$ cat config.mk
export PLATFORM = sky130hd
export DESIGN_NAME = axi_stream_subordinate
export DESIGN_NICKNAME = d
export VERILOG_FILES = /design/src/axi_mem_pkg.sv /design/src/axi_stream_subordinate.sv
export VERILOG_INCLUDE_DIRS = /design/src /design/src/src
export SDC_FILE = /design/constraint.sdc
export NUM_CORES = 1
export LEC_CHECK = 0
export ABC_CLOCK_PERIOD_IN_PS = 7100
export BUFFER_PORTS_ARGS = -buffer_cell sky130_fd_sc_hd__buf_2
export CAP_MARGIN = 20
export CORE_AREA = 4 4 154 156
export CTS_CLUSTER_SIZE = 28
export DETAILED_ROUTE_END_ITERATION = 12
export DIE_AREA = 0 0 158 160
export PLACE_DENSITY_LB_ADDON = 0.25
export REMOVE_ABC_BUFFERS = 1
export SLEW_MARGIN = 20
export SYNTH_ARGS = -nofsm -noshare
export SYNTH_HDL_FRONTEND = slang
export SYNTH_SLANG_ARGS = --single-unit
$ cat constraint.sdc
create_clock -name clk_i -period 7.1 [get_ports clk_i]
set_clock_uncertainty 0.1 [all_clocks]
set_input_delay 0.71 -clock clk_i [delete_from_list [all_inputs] [get_ports clk_i]]
set_output_delay 0.71 -clock clk_i [all_outputs]
set_load 0.01 [all_outputs]
$ cat src/axi_mem_cfg.svh
// Shared widths and sizes for the AXI to uncached memory bridge.
// Include this header in any file that sizes ports or types from these macros.
// The memory endpoint stores 64-bit words, so address bits 10:3 pick a word.
`ifndef AXI_MEM_CFG_SVH
`define AXI_MEM_CFG_SVH

`define AXI_MEM_DATA_W    64   // AXI and stream data width.
`define AXI_MEM_ADDR_W    32   // Byte address width.
`define AXI_MEM_ID_W      2    // AXI transaction id width.
`define AXI_MEM_WORDS     256  // Memory depth in 64-bit words.
`define AXI_MEM_LCE_ID_W  4    // Requester tag copied into forward headers.
`define AXI_MEM_DID_W     3    // Domain tag copied into forward headers.

`endif

$ cat src/axi_mem_pkg.sv
// Types shared by the AXI capture stage, the stream subordinate and the
// memory endpoint. Refer to these by scoped name (axi_mem_pkg::name).
// Widths come from the configuration header.
`include "axi_mem_cfg.svh"

package axi_mem_pkg;

  // Uncached message types on the forward and reverse channels.
  typedef enum logic [1:0] {
    e_mem_uc_rd = 2'b00,
    e_mem_uc_wr = 2'b01
  } mem_msg_e;

  // Transfer size, same encoding as AXI awsize/arsize.
  typedef enum logic [2:0] {
    e_size_1 = 3'b000,
    e_size_2 = 3'b001,
    e_size_4 = 3'b010,
    e_size_8 = 3'b011
  } msg_size_e;

  // Arbitration state of the AXI capture stage.
  typedef enum logic [1:0] {
    e_idle      = 2'b00,
    e_fwd_read  = 2'b01,
    e_fwd_write = 2'b10,
    e_wait_rev  = 2'b11
  } capture_state_e;

  // One serialized AXI request.
  typedef struct packed {
    logic                        write;
    logic [`AXI_MEM_ADDR_W-1:0]  addr;
    logic [2:0]                  size;  // AXI size encoding.
    logic [`AXI_MEM_DATA_W-1:0]  data;
  } axi_req_s;

  typedef struct packed {
    mem_msg_e                     msg_type;
    logic [`AXI_MEM_ADDR_W-1:0]   addr;
    msg_size_e                    size;
    logic [`AXI_MEM_LCE_ID_W-1:0] lce_id;
    logic [`AXI_MEM_DID_W-1:0]    did;
  } mem_fwd_header_s;

  // Echo of the forward header.
  typedef struct packed {
    mem_msg_e                     msg_type;
    logic [`AXI_MEM_ADDR_W-1:0]   addr;
    msg_size_e                    size;
    logic [`AXI_MEM_LCE_ID_W-1:0] lce_id;
    logic [`AXI_MEM_DID_W-1:0]    did;
  } mem_rev_header_s;

  // Decoded response back to the capture stage.
  typedef struct packed {
    logic                       write;
    logic [`AXI_MEM_DATA_W-1:0] data;
  } axi_rsp_s;

endpackage

$ cat src/axi_stream_subordinate.sv
// Converts serialized AXI requests into uncached stream messages and decodes
// reverse messages back into read or write responses. Each direction has a
// one-entry output register that can be refilled in the cycle it drains.
`timescale 1ns/1ps
`include "axi_mem_cfg.svh"

module axi_stream_subordinate
  (input                                     clk_i
   , input                                   reset_i

   , input        [`AXI_MEM_LCE_ID_W-1:0]    lce_id_i
   , input        [`AXI_MEM_DID_W-1:0]       did_i

   , input  axi_mem_pkg::axi_req_s           req_i
   , input                                   req_v_i
   , output logic                            req_ready_and_o

   , output axi_mem_pkg::mem_fwd_header_s    mem_fwd_header_o
   , output logic [`AXI_MEM_DATA_W-1:0]      mem_fwd_data_o
   , output logic                            mem_fwd_v_o
   , input                                   mem_fwd_ready_and_i

   , input  axi_mem_pkg::mem_rev_header_s    mem_rev_header_i
   , input        [`AXI_MEM_DATA_W-1:0]      mem_rev_data_i
   , input                                   mem_rev_v_i
   , output logic                            mem_rev_ready_and_o

   , output axi_mem_pkg::axi_rsp_s           rsp_o
   , output logic                            rsp_v_o
   , input                                   rsp_ready_and_i
   );

  axi_mem_pkg::mem_fwd_header_s fwd_header;
  logic                         req_fire, rev_fire;

  always_comb begin
    fwd_header          = '0;
    fwd_header.msg_type = req_i.write ? axi_mem_pkg::e_mem_uc_wr : axi_mem_pkg::e_mem_uc_rd;
    fwd_header.addr     = req_i.addr;
    fwd_header.size     = axi_mem_pkg::msg_size_e'(req_i.size);
    fwd_header.lce_id   = lce_id_i;
    fwd_header.did      = did_i;
  end

  // Ready when empty, or when the held entry leaves this cycle.
  assign req_ready_and_o     = ~mem_fwd_v_o | mem_fwd_ready_and_i;
  assign mem_rev_ready_and_o = ~rsp_v_o | rsp_ready_and_i;
  assign req_fire = req_v_i & req_ready_and_o;
  assign rev_fire = mem_rev_v_i & mem_rev_ready_and_o;

  always_ff @(posedge clk_i) begin
    if (reset_i) begin
      mem_fwd_v_o <= 1'b0;
      rsp_v_o     <= 1'b0;
    end else begin
      if (req_fire)                 mem_fwd_v_o <= 1'b1;
      else if (mem_fwd_ready_and_i) mem_fwd_v_o <= 1'b0;
      if (rev_fire)             rsp_v_o <= 1'b1;
      else if (rsp_ready_and_i) rsp_v_o <= 1'b0;
    end
  end

  always_ff @(posedge clk_i) begin
    if (req_fire) begin
      mem_fwd_header_o <= fwd_header;
      mem_fwd_data_o   <= req_i.data;
    end
    if (rev_fire) begin
      rsp_o.write <= (mem_rev_header_i.msg_type == axi_mem_pkg::e_mem_uc_wr);
      rsp_o.data  <= mem_rev_data_i;
    end
  end

endmodule

==> impl_metrics.ini <==
[flow_run]
cap_violations = 0

[sta]
drv_slew = 0
max_freq_ghz = 0.484
fin_crit_ns = 2.07
setup_viol_count_final = 0
period_share = 0.291
maxSlewHeadroom = 0.457
rsz0062_at_grt = no
tightest_slew_ns = 0.815
tns_ns = 0
finalHoldViolations = 0
setup_ws_ns = 5.03

[floorplanning]
die_w_um = 158
dieArea_mm2 = 0.0253
initial_core_util = 0.236
die_y_um = 160
fp-row-count = 55
ios = 398
core-area_mm2 = 0.0224

[global_routing]
grt_max_degree = 87
grt_remaining_overflow = 0
grt_first_pass_wirelength_um = 21100
grt_antenna_before_repair = 4
grt_pass1_vias = 3591
track_usage = 0.113

[layout]
diodes = 0
area_growth_pct = 51.0
layout_commonest_cell = buf_2
layout_common_cells = buf_2, edfxtp_1, clkbuf_16
drive_gt1_frac = 0.680
nets = 780

[routing]
vias = 3287
wirelength_um = 14900
dr.pass1.iters = 4
wl_per_cell_um = 17.4
drtIter0Drc = 109
ant_nets = 0
via_per_inst = 3.84
drc = 0

[pwr]
max-vdd-ir-drop_mv = 0.145
p_leak_nw = 3.40
p_int_mw = 1.74
pwr-share-clk = 0.388
pwr_density_cell_mw_per_mm2 = 284
comb_power_share = 0.075
seqPwrFrac = 0.537
power_switching_share = 0.233
p_switching_mw = 0.527

[synth]
syn_area_per_cell_um2 = 28.5
yosysWarnings = 0
synth.top_cells.by_area = edfxtp_1, dfxtp_1, nand2b_4, and2_1, a21oi_1
synth.top_cell.area_share = 0.978
ys_seq_area_frac = 0.986
syn-instance-count = 185
yosysTopAreaCell = edfxtp_1
synth.ff_latch_count = 174
synth_cell_types = 9
netlist_area_mm2 = 0.00528

[worst_setup_path]
worstPathArrival_ns = 2.00
crit_required_ns = 7.04
endpoint_kind = flip-flop
crit_fanout = 86
setup.worst_path.class = in -> reg
critPathLaunchType = input pin

[clocking]
clkLatencyLatePin_ns = 0.41
cts_hold_buf = 0
root_buffer = clkbuf_16
post_cts_resized = 0
clk_pin_slew_worst_paths_ns = 0.07
clockBufferDepth = 2
clock_sinks = 174
post_cts_buffers = 0
htreeDepth = 4
cts_tree = built
cts_buffers = 17

[placement]
gp_congestion = 0.753
dp_hpwl_um = 11800
dp_slack_ns = 4.33
io_buffers = 354

[status]
status = finished clean

[hold_path]
hp-class = in -> reg
[sequential cells by signal (all words and copies together), names as in the netlist]
signal            flops
mem_fwd_data_o       64
mem_fwd_v_o           1
mem_fwd_header_o     43
rsp_v_o               1
rsp_o                65
[worst paths after layout]
kind	from	end	slack [ns]	cells past startpoint
hold reg to reg	mem_fwd_v_o$_SDFFE_PP0P_	mem_fwd_v_o$_SDFFE_PP0P_	0.40	2
hold / removal	req_i[78]	mem_fwd_header_o[21]$_DFFE_PP_	0.35	1
setup / recovery	mem_fwd_ready_and_i	mem_fwd_header_o[33]$_DFFE_PP_	5.03	4
setup reg to reg	mem_fwd_v_o$_SDFFE_PP0P_	mem_fwd_header_o[33]$_DFFE_PP_	5.11	3
[kinds of logic (layout without fill, tap and decap cells)]
group | after synthesis | count (layout) | synth area share
buffers and inverters | 3 | 390 | 0.00284
and+or+nand+nor | 5 | 5 | 0.00877
AOI/OAI and AO/OA | 2 | 2 | 0.00190
DFF | 174 | 174 | 0.986
other | 1 | 1 | 0.000710
[power by group through the flow]
stage | sequential (mW) | combinational [mW] | clock [mW]
floorplan | 1.28 | 0.0201 | 0
global placement | 1.24 | 0.174 | 0
detailed placement | 1.24 | 0.175 | 0
CTS | 1.22 | 0.175 | 0.919
global route | 1.22 | 0.186 | 0.963
finish | 1.22 | 0.170 | 0.879
[synth_stat cells]
cell / instances
conb_1: 1
nand2b_4: 2
inv_1: 2
nor2b_1: 1
and2_1: 2
buf_4: 1
edfxtp_1: 172
a21oi_1: 2
dfxtp_1: 2
[cell type report]
cell class	count	area (um2)
tap	285	357
clock inverter	14	123
inverter	2	7.51
sequential	174	5200
multi-input combinational	8	63.8
fill	2161	14400
clock buffer	18	429
timing repair buffer	356	1790
[critical path: stages]
cell and delay, ns:
buf_2 0.08, nand2b_4 0.11, and2_4 0.37, buf_6 0.62
[through the flow]
| stage | utilization | instance area (um2) | total power [mW] | std cells | hold WS [ns] |
|---|---|---|---|---|---|
| 4_1_cts | 0.356 | 7970 | 2.31 | 857 | 0.329 |
| 2_1_floorplan | - | 5270 | 1.30 | 184 | 0.442 |
| 3_3_place_gp | 0.332 | 7420 | 1.41 | 825 | 0.386 |
| 5_1_grt | 0.357 | 7980 | 2.37 | 857 | 0.328 |
| 6_report | 0.357 | 7980 | 2.27 | 857 | 0.355 |
| 3_5_place_dp | 0.332 | 7420 | 1.42 | 825 | 0.395 |
[per-layer routing]
metal | global-route usage | up-vias | wire, um
met5 | 0 | - | 53
met4 | 0.0419 | 8 | 184
met3 | 0.0626 | 16 | 2180
met2 | 0.191 | 248 | 7330
met1 | 0.117 | 1523 | 5160
li1 | - | 1492 | -
Note: power is estimated with default switching activity, not from simulation.
