===== src/axi_mem_cfg.svh =====
// Shared widths and sizes for the AXI to uncached memory bridge.
// Include this header in any file that sizes ports or types from these macros.
// The memory endpoint stores 64-bit words, so address bits 10:3 pick a word.
`ifndef AXI_MEM_CFG_SVH
`define AXI_MEM_CFG_SVH

`define AXI_MEM_DATA_W    64   // AXI and stream data width.
`define AXI_MEM_ADDR_W    32   // Byte address width.
`define AXI_MEM_ID_W      2    // AXI transaction id width.
`define AXI_MEM_WORDS     256  // Memory depth in 64-bit words.
`define AXI_MEM_LCE_ID_W  4    // Requester tag copied into forward headers.
`define AXI_MEM_DID_W     3    // Domain tag copied into forward headers.

`endif


===== src/axi_mem_pkg.sv =====
// Types shared by the AXI capture stage, the stream subordinate and the
// memory endpoint. Refer to these by scoped name (axi_mem_pkg::name).
// Widths come from the configuration header.
`include "axi_mem_cfg.svh"

package axi_mem_pkg;

  // Uncached message types on the forward and reverse channels.
  typedef enum logic [1:0] {
    e_mem_uc_rd = 2'b00,
    e_mem_uc_wr = 2'b01
  } mem_msg_e;

  // Transfer size, same encoding as AXI awsize/arsize.
  typedef enum logic [2:0] {
    e_size_1 = 3'b000,
    e_size_2 = 3'b001,
    e_size_4 = 3'b010,
    e_size_8 = 3'b011
  } msg_size_e;

  // Arbitration state of the AXI capture stage.
  typedef enum logic [1:0] {
    e_idle      = 2'b00,
    e_fwd_read  = 2'b01,
    e_fwd_write = 2'b10,
    e_wait_rev  = 2'b11
  } capture_state_e;

  // One serialized AXI request.
  typedef struct packed {
    logic                        write;
    logic [`AXI_MEM_ADDR_W-1:0]  addr;
    logic [2:0]                  size;  // AXI size encoding.
    logic [`AXI_MEM_DATA_W-1:0]  data;
  } axi_req_s;

  typedef struct packed {
    mem_msg_e                     msg_type;
    logic [`AXI_MEM_ADDR_W-1:0]   addr;
    msg_size_e                    size;
    logic [`AXI_MEM_LCE_ID_W-1:0] lce_id;
    logic [`AXI_MEM_DID_W-1:0]    did;
  } mem_fwd_header_s;

  // Echo of the forward header.
  typedef struct packed {
    mem_msg_e                     msg_type;
    logic [`AXI_MEM_ADDR_W-1:0]   addr;
    msg_size_e                    size;
    logic [`AXI_MEM_LCE_ID_W-1:0] lce_id;
    logic [`AXI_MEM_DID_W-1:0]    did;
  } mem_rev_header_s;

  // Decoded response back to the capture stage.
  typedef struct packed {
    logic                       write;
    logic [`AXI_MEM_DATA_W-1:0] data;
  } axi_rsp_s;

endpackage


===== src/axi_channel_capture.sv =====
// AXI facing stage of the bridge. Captures one write (AW and W, in any order)
// and one read, then sends them one at a time as stream requests. A tie
// between a ready read and a ready write goes to the side that lost the last
// tie. Only one request is in flight. Its response drives B or R.
`timescale 1ns/1ps
`include "axi_mem_cfg.svh"

module axi_channel_capture
  (input                                  clk_i
   , input                                reset_i

   , input        [`AXI_MEM_ADDR_W-1:0]   awaddr_i
   , input        [`AXI_MEM_ID_W-1:0]     awid_i
   , input        [7:0]                   awlen_i
   , input        [2:0]                   awsize_i
   , input                                awvalid_i
   , output logic                         awready_o

   , input        [`AXI_MEM_DATA_W-1:0]   wdata_i
   , input                                wlast_i
   , input                                wvalid_i
   , output logic                         wready_o

   , output logic [`AXI_MEM_ID_W-1:0]     bid_o
   , output logic [1:0]                   bresp_o
   , output logic                         bvalid_o
   , input                                bready_i

   , input        [`AXI_MEM_ADDR_W-1:0]   araddr_i
   , input        [`AXI_MEM_ID_W-1:0]     arid_i
   , input        [7:0]                   arlen_i
   , input        [2:0]                   arsize_i
   , input                                arvalid_i
   , output logic                         arready_o

   , output logic [`AXI_MEM_DATA_W-1:0]   rdata_o
   , output logic [`AXI_MEM_ID_W-1:0]     rid_o
   , output logic [1:0]                   rresp_o
   , output logic                         rlast_o
   , output logic                         rvalid_o
   , input                                rready_i

   , output axi_mem_pkg::axi_req_s        req_o
   , output logic                         req_v_o
   , input                                req_ready_and_i

   , input  axi_mem_pkg::axi_rsp_s        rsp_i
   , input                                rsp_v_i
   , output logic                         rsp_ready_and_o
   );

  axi_mem_pkg::capture_state_e state_q, state_n;
  logic                        live_q;
  logic                        aw_have_q, w_have_q, ar_have_q;
  logic                        last_write_q;
  logic [`AXI_MEM_ADDR_W-1:0]  aw_addr_q, ar_addr_q;
  logic [`AXI_MEM_ID_W-1:0]    aw_id_q, ar_id_q;
  logic [2:0]                  aw_size_q, ar_size_q;
  logic [`AXI_MEM_DATA_W-1:0]  w_data_q;
  logic                        idle, send_write;
  logic                        aw_fire, w_fire, ar_fire, req_fire, rsp_fire;
  logic                        wr_ok, rd_ok;

  assign idle      = live_q & (state_q == axi_mem_pkg::e_idle);
  assign awready_o = idle & ~aw_have_q;
  assign wready_o  = idle & ~w_have_q;
  assign arready_o = idle & ~ar_have_q;

  assign aw_fire  = awvalid_i & awready_o;
  assign w_fire   = wvalid_i & wready_o;
  assign ar_fire  = arvalid_i & arready_o;
  assign req_fire = req_v_o & req_ready_and_i;
  assign rsp_fire = rsp_v_i & rsp_ready_and_o;

  // Count this cycle's handshakes so the request goes out the next cycle.
  assign wr_ok = (aw_have_q | aw_fire) & (w_have_q | w_fire);
  assign rd_ok = ar_have_q | ar_fire;

  always_comb begin
    state_n = state_q;
    case (state_q)
      axi_mem_pkg::e_idle: begin
        if (wr_ok && !(rd_ok && last_write_q)) state_n = axi_mem_pkg::e_fwd_write;
        else if (rd_ok)                        state_n = axi_mem_pkg::e_fwd_read;
      end
      axi_mem_pkg::e_fwd_read,
      axi_mem_pkg::e_fwd_write: if (req_fire) state_n = axi_mem_pkg::e_wait_rev;
      axi_mem_pkg::e_wait_rev:  if (rsp_fire) state_n = axi_mem_pkg::e_idle;
      default:                  state_n = axi_mem_pkg::e_idle;
    endcase
  end

  assign send_write = (state_q == axi_mem_pkg::e_fwd_write);
  assign req_v_o    = send_write | (state_q == axi_mem_pkg::e_fwd_read);

  always_comb begin
    req_o.write = send_write;
    req_o.addr  = send_write ? aw_addr_q : ar_addr_q;
    req_o.size  = send_write ? aw_size_q : ar_size_q;
    req_o.data  = w_data_q;                            // Ignored on reads.
  end

  // Hold a response back while its channel still shows the previous one.
  assign rsp_ready_and_o = (state_q == axi_mem_pkg::e_wait_rev)
                           & (rsp_i.write ? ~bvalid_o : ~rvalid_o);

  assign bresp_o = 2'b00;                              // OKAY.
  assign rresp_o = 2'b00;
  assign rlast_o = 1'b1;                               // Single beat only.

  always_ff @(posedge clk_i) begin
    if (reset_i) begin
      state_q      <= axi_mem_pkg::e_idle;
      live_q       <= 1'b0;
      aw_have_q    <= 1'b0;
      w_have_q     <= 1'b0;
      ar_have_q    <= 1'b0;
      last_write_q <= 1'b0;
      bvalid_o     <= 1'b0;
      rvalid_o     <= 1'b0;
    end else begin
      state_q <= state_n;
      live_q  <= 1'b1;
      if (aw_fire)                     aw_have_q <= 1'b1;
      else if (req_fire && send_write) aw_have_q <= 1'b0;
      if (w_fire)                      w_have_q  <= 1'b1;
      else if (req_fire && send_write) w_have_q  <= 1'b0;
      if (ar_fire)                      ar_have_q <= 1'b1;
      else if (req_fire && !send_write) ar_have_q <= 1'b0;
      // Record the tie winner so the other side wins the next tie.
      if (idle && wr_ok && rd_ok) last_write_q <= (state_n == axi_mem_pkg::e_fwd_write);
      if (rsp_fire && rsp_i.write) bvalid_o <= 1'b1;
      else if (bready_i)           bvalid_o <= 1'b0;
      if (rsp_fire && !rsp_i.write) rvalid_o <= 1'b1;
      else if (rready_i)            rvalid_o <= 1'b0;
    end
  end

  always_ff @(posedge clk_i) begin
    if (aw_fire) begin
      aw_addr_q <= awaddr_i;
      aw_id_q   <= awid_i;
      aw_size_q <= awsize_i;
    end
    if (w_fire) w_data_q <= wdata_i;
    if (ar_fire) begin
      ar_addr_q <= araddr_i;
      ar_id_q   <= arid_i;
      ar_size_q <= arsize_i;
    end
    if (rsp_fire && rsp_i.write) bid_o <= aw_id_q;
    if (rsp_fire && !rsp_i.write) begin
      rid_o   <= ar_id_q;
      rdata_o <= rsp_i.data;
    end
  end

endmodule


===== config.mk =====
export PLATFORM = sky130hd
export DESIGN_NAME = axi_channel_capture
export DESIGN_NICKNAME = d
export VERILOG_FILES = /design/src/axi_mem_pkg.sv /design/src/axi_channel_capture.sv
export VERILOG_INCLUDE_DIRS = /design/src /design/src/src
export SDC_FILE = /design/constraint.sdc
export NUM_CORES = 1
export LEC_CHECK = 0
export ABC_AREA = 1
export BUFFER_PORTS_ARGS = -buffer_cell sky130_fd_sc_hd__buf_2
export CORE_AREA = 2 2 161 163
export CTS_CLUSTER_SIZE = 30
export DETAILED_ROUTE_END_ITERATION = 10
export DIE_AREA = 0 0 163 165
export SKIP_CTS_REPAIR_TIMING = 1
export SLEW_MARGIN = 20
export SYNTH_ARGS = -nofsm -noshare
export SYNTH_HDL_FRONTEND = slang
export SYNTH_SLANG_ARGS = --single-unit
export TNS_END_PERCENT = 5

===== constraint.sdc =====
create_clock -name clk_i -period 4.4 [get_ports clk_i]
set_input_delay 0.44 -clock clk_i [delete_from_list [all_inputs] [get_ports clk_i]]
set_output_delay 0.44 -clock clk_i [all_outputs]
set_load 0.05 [all_outputs]

==> impl_metrics.csv <==
group,metric,value,unit
setup_path,critPathKind,"reg -> out",
synthesis,ys_ff_latch,215,
grt,gr-total-overflow,0,
placed_design,detailed_place_hpwl,14300,um
sta,hold_viol_final,0,
finish,stdcell_count,1092,
setup_path,rrSetupSlack,1.90,ns
placed_design,dpl.cell_count,1043,
finish,fin_nets,971,
floorplanning,chipWidth,163,um
sta,slew_violations,0,
placed_design,portBuffers,386,
drt,wl_per_cell,17.0,um
floorplanning,die_h,165,um
finish,fill_cells,2348,
hold_path,min_path_type,"in -> reg",
finish,syn2layout_area_growth,43.7,%
synthesis,syn_area,0.00718,mm^2
grt,grt.total_usage,12.9,%
finish,final_common_cell,"buf_2",
cts,cts-root-buf,"clkbuf_16",
finish,layout-drive-gt1-share,61.6,%
cts,htree_levels,1,
sta,final-setup-viol-count,0,
drt,antenna_left,0,
sta,fmax,0.346,GHz
setup_path,r2r_cells,4,
setup_path,critPathCaptureType,"output port",
synthesis,yosysSeqAreaShare,88.7,%
hold_path,hold_start,"wdata_i[53]",
pwr,peakVddDrop,0.000345,V
setup_path,crit_path_start_kind,"register",
drt,viasPerCell,4.10,
cts,clk_pin_slew,0.06,ns
grt,grt_pass1_wl,25800,um
floorplanning,design.die.area,0.0269,mm^2
finish,stdcell_area,0.0103,mm^2
floorplanning,core_area,0.0250,mm^2
setup_path,cp.arrival,2.45,ns
cts,clk_path_buf_depth,3,
synthesis,yosysTopAreaCell,"edfxtp_1",
floorplanning,start_util,28.7,%
floorplanning,io_pins,409,
drt,vias,4478,
grt,grt_start_max_net_pins,39,
drt,route.detailed.drc,0,
floorplanning,fp-row-count,58,
placed_design,routabilityCongestion,0.790,
finish,layout_common_cells,"buf_2, edfxtp_1, mux2_2",
synthesis,synth_cell_type_count,22,
setup_path,regToRegStartpoint,"state_q[0]",
drt,drt_iter0_drc,280,
cts,cts_tree,"yes",
synthesis,yosys_warnings,0,
hold_path,holdPathEnd,"w_data_q[53]",
pwr,powerDensity,587,mW/mm^2
sta,worst_slew_pin_slew,1.11,ns
sta,fin_tns_setup,0,ns
placed_design,placed_cell_area,0.00952,mm^2
drt,routed_wl,18600,um
grt,grt_pass1_vias,4490,
hold_path,hold_depth,1,
grt,antenna_found_initial,5,
synthesis,postSynthAreaPerCell,21.8,um^2
cts,clock_sinks,215,
sta,period_share,65.6,%
synthesis,netlist_instances,329,
drt,dr.pass1.iters,4,
setup_path,regToRegEndpoint,"rdata_o[51]",
setup_path,cp_max_fo,38,
cts,cts-buffers-inserted,24,
synthesis,ys_top_cells_by_area,"edfxtp_1, mux2_2, dfxtp_1",
setup_path,cp.required,3.96,ns
flow_run,maxCapViolCount,0,
status,status,"complete, no violations",
sta,finalClockSkew,0.0251,ns
sta,max-slew-margin-rel,25.7,%
sta,rsz0062_at_grt,"false",
cts,insertion_delay,0.52,ns
pwr,leakagePower,4.21,nW
sta,min_period,2.89,ns
synthesis,netlist.area_leader.share,86.2,%
flip-flops by register name, summed over array words and instances, names as in the netlist, 2 cells and up:
name and count:
bid_o 2, ar_id_q 2, rdata_o 64, aw_size_q 3, ar_size_q 3, ar_addr_q 32
state_q 2, aw_addr_q 32, aw_id_q 2, w_data_q 64, rid_o 2
power by group:
group	switching, mW	internal, mW
logic	1.15	0.366
registers	0.0608	2.52
clock network	0.774	1.18
total	1.99	4.06
worst max-delay path, cell delays in order, from the launching register on:
cell	delay [ns]
dfxtp_1	0.36
inv_1	0.10
ha_2	0.83
mux2_2	0.42
buf_2	0.22
synthesized netlist by cell type (all sizes together):
cell / count
clkbuf: 1
mux2: 35
o311a: 1
dfxtp: 9
and3: 1
o211ai: 1
nor2: 12
edfxtp: 206
ha: 3
o21ai: 3
a21oi: 6
o21bai: 3
inv: 12
nand3: 6
conb: 2
nand4: 1
nor3: 1
buf: 10
nand2: 16
stage by stage:
step	utilization [%]	hold slack, ns	power [mW]	worst slack [ns]
global placement	38.0	0.402	4.14	1.85
global route	41.2	0.0570	6.30	1.36
floorplan	-	0.400	3.75	0.299
finish	41.2	0.0840	6.05	1.51
CTS	41.1	0.0553	6.14	1.43
detailed placement	38.0	0.406	4.16	1.80
how the worst max path moves through the flow:
stage	slack [ns]	depth (start not counted)	endpoint	start
global route	1.36	4	req_o[87]	state_q[0]
floorplan	0.30	3	rdata_o[0]	rvalid_o
finish	1.51	4	req_o[81]	state_q[0]
detailed placement	1.80	4	rdata_o[1]	state_q[0]
CTS	1.43	4	req_o[82]	state_q[0]
global placement	1.85	4	rdata_o[1]	state_q[0]
per-layer routing:
metal,up-vias,part of all wire (%),global-route usage [%]
li1,2083,-,-
met1,2104,34,13.1
met2,260,53,23.9
met3,31,11,4.95
met4,0,2.2,5.31
met5,-,0,0
logic make-up (layout without fill, tap and decap cells):
kind of cell / after synthesis / in the layout / synth area share (%)
buf+inv: 23 / 447 / 1.59
simple gates: 37 / 37 / 2.23
mux: 35 / 35 / 5.49
flops: 215 / 215 / 88.7
compound gates: 14 / 14 / 1.34
other cells: 2 / 11 / 0.105
fa+ha+maj: 3 / 3 / 0.523
layout make-up:
cell class / count / area (um^2) / area share, %
clock inverters: 12 / 150 / 1.46
repair buffers: 392 / 1980 / 19.2
multi-input cells: 94 / 722 / 7.00
inverters: 12 / 45.0 / 0.437
clock buffers: 31 / 627 / 6.08
diodes: 6 / 15.0 / 0.146
well taps: 330 / 413 / 4.00
flip-flops and latches: 215 / 6370 / 61.7
Note: power is estimated with default switching activity, not from simulation.
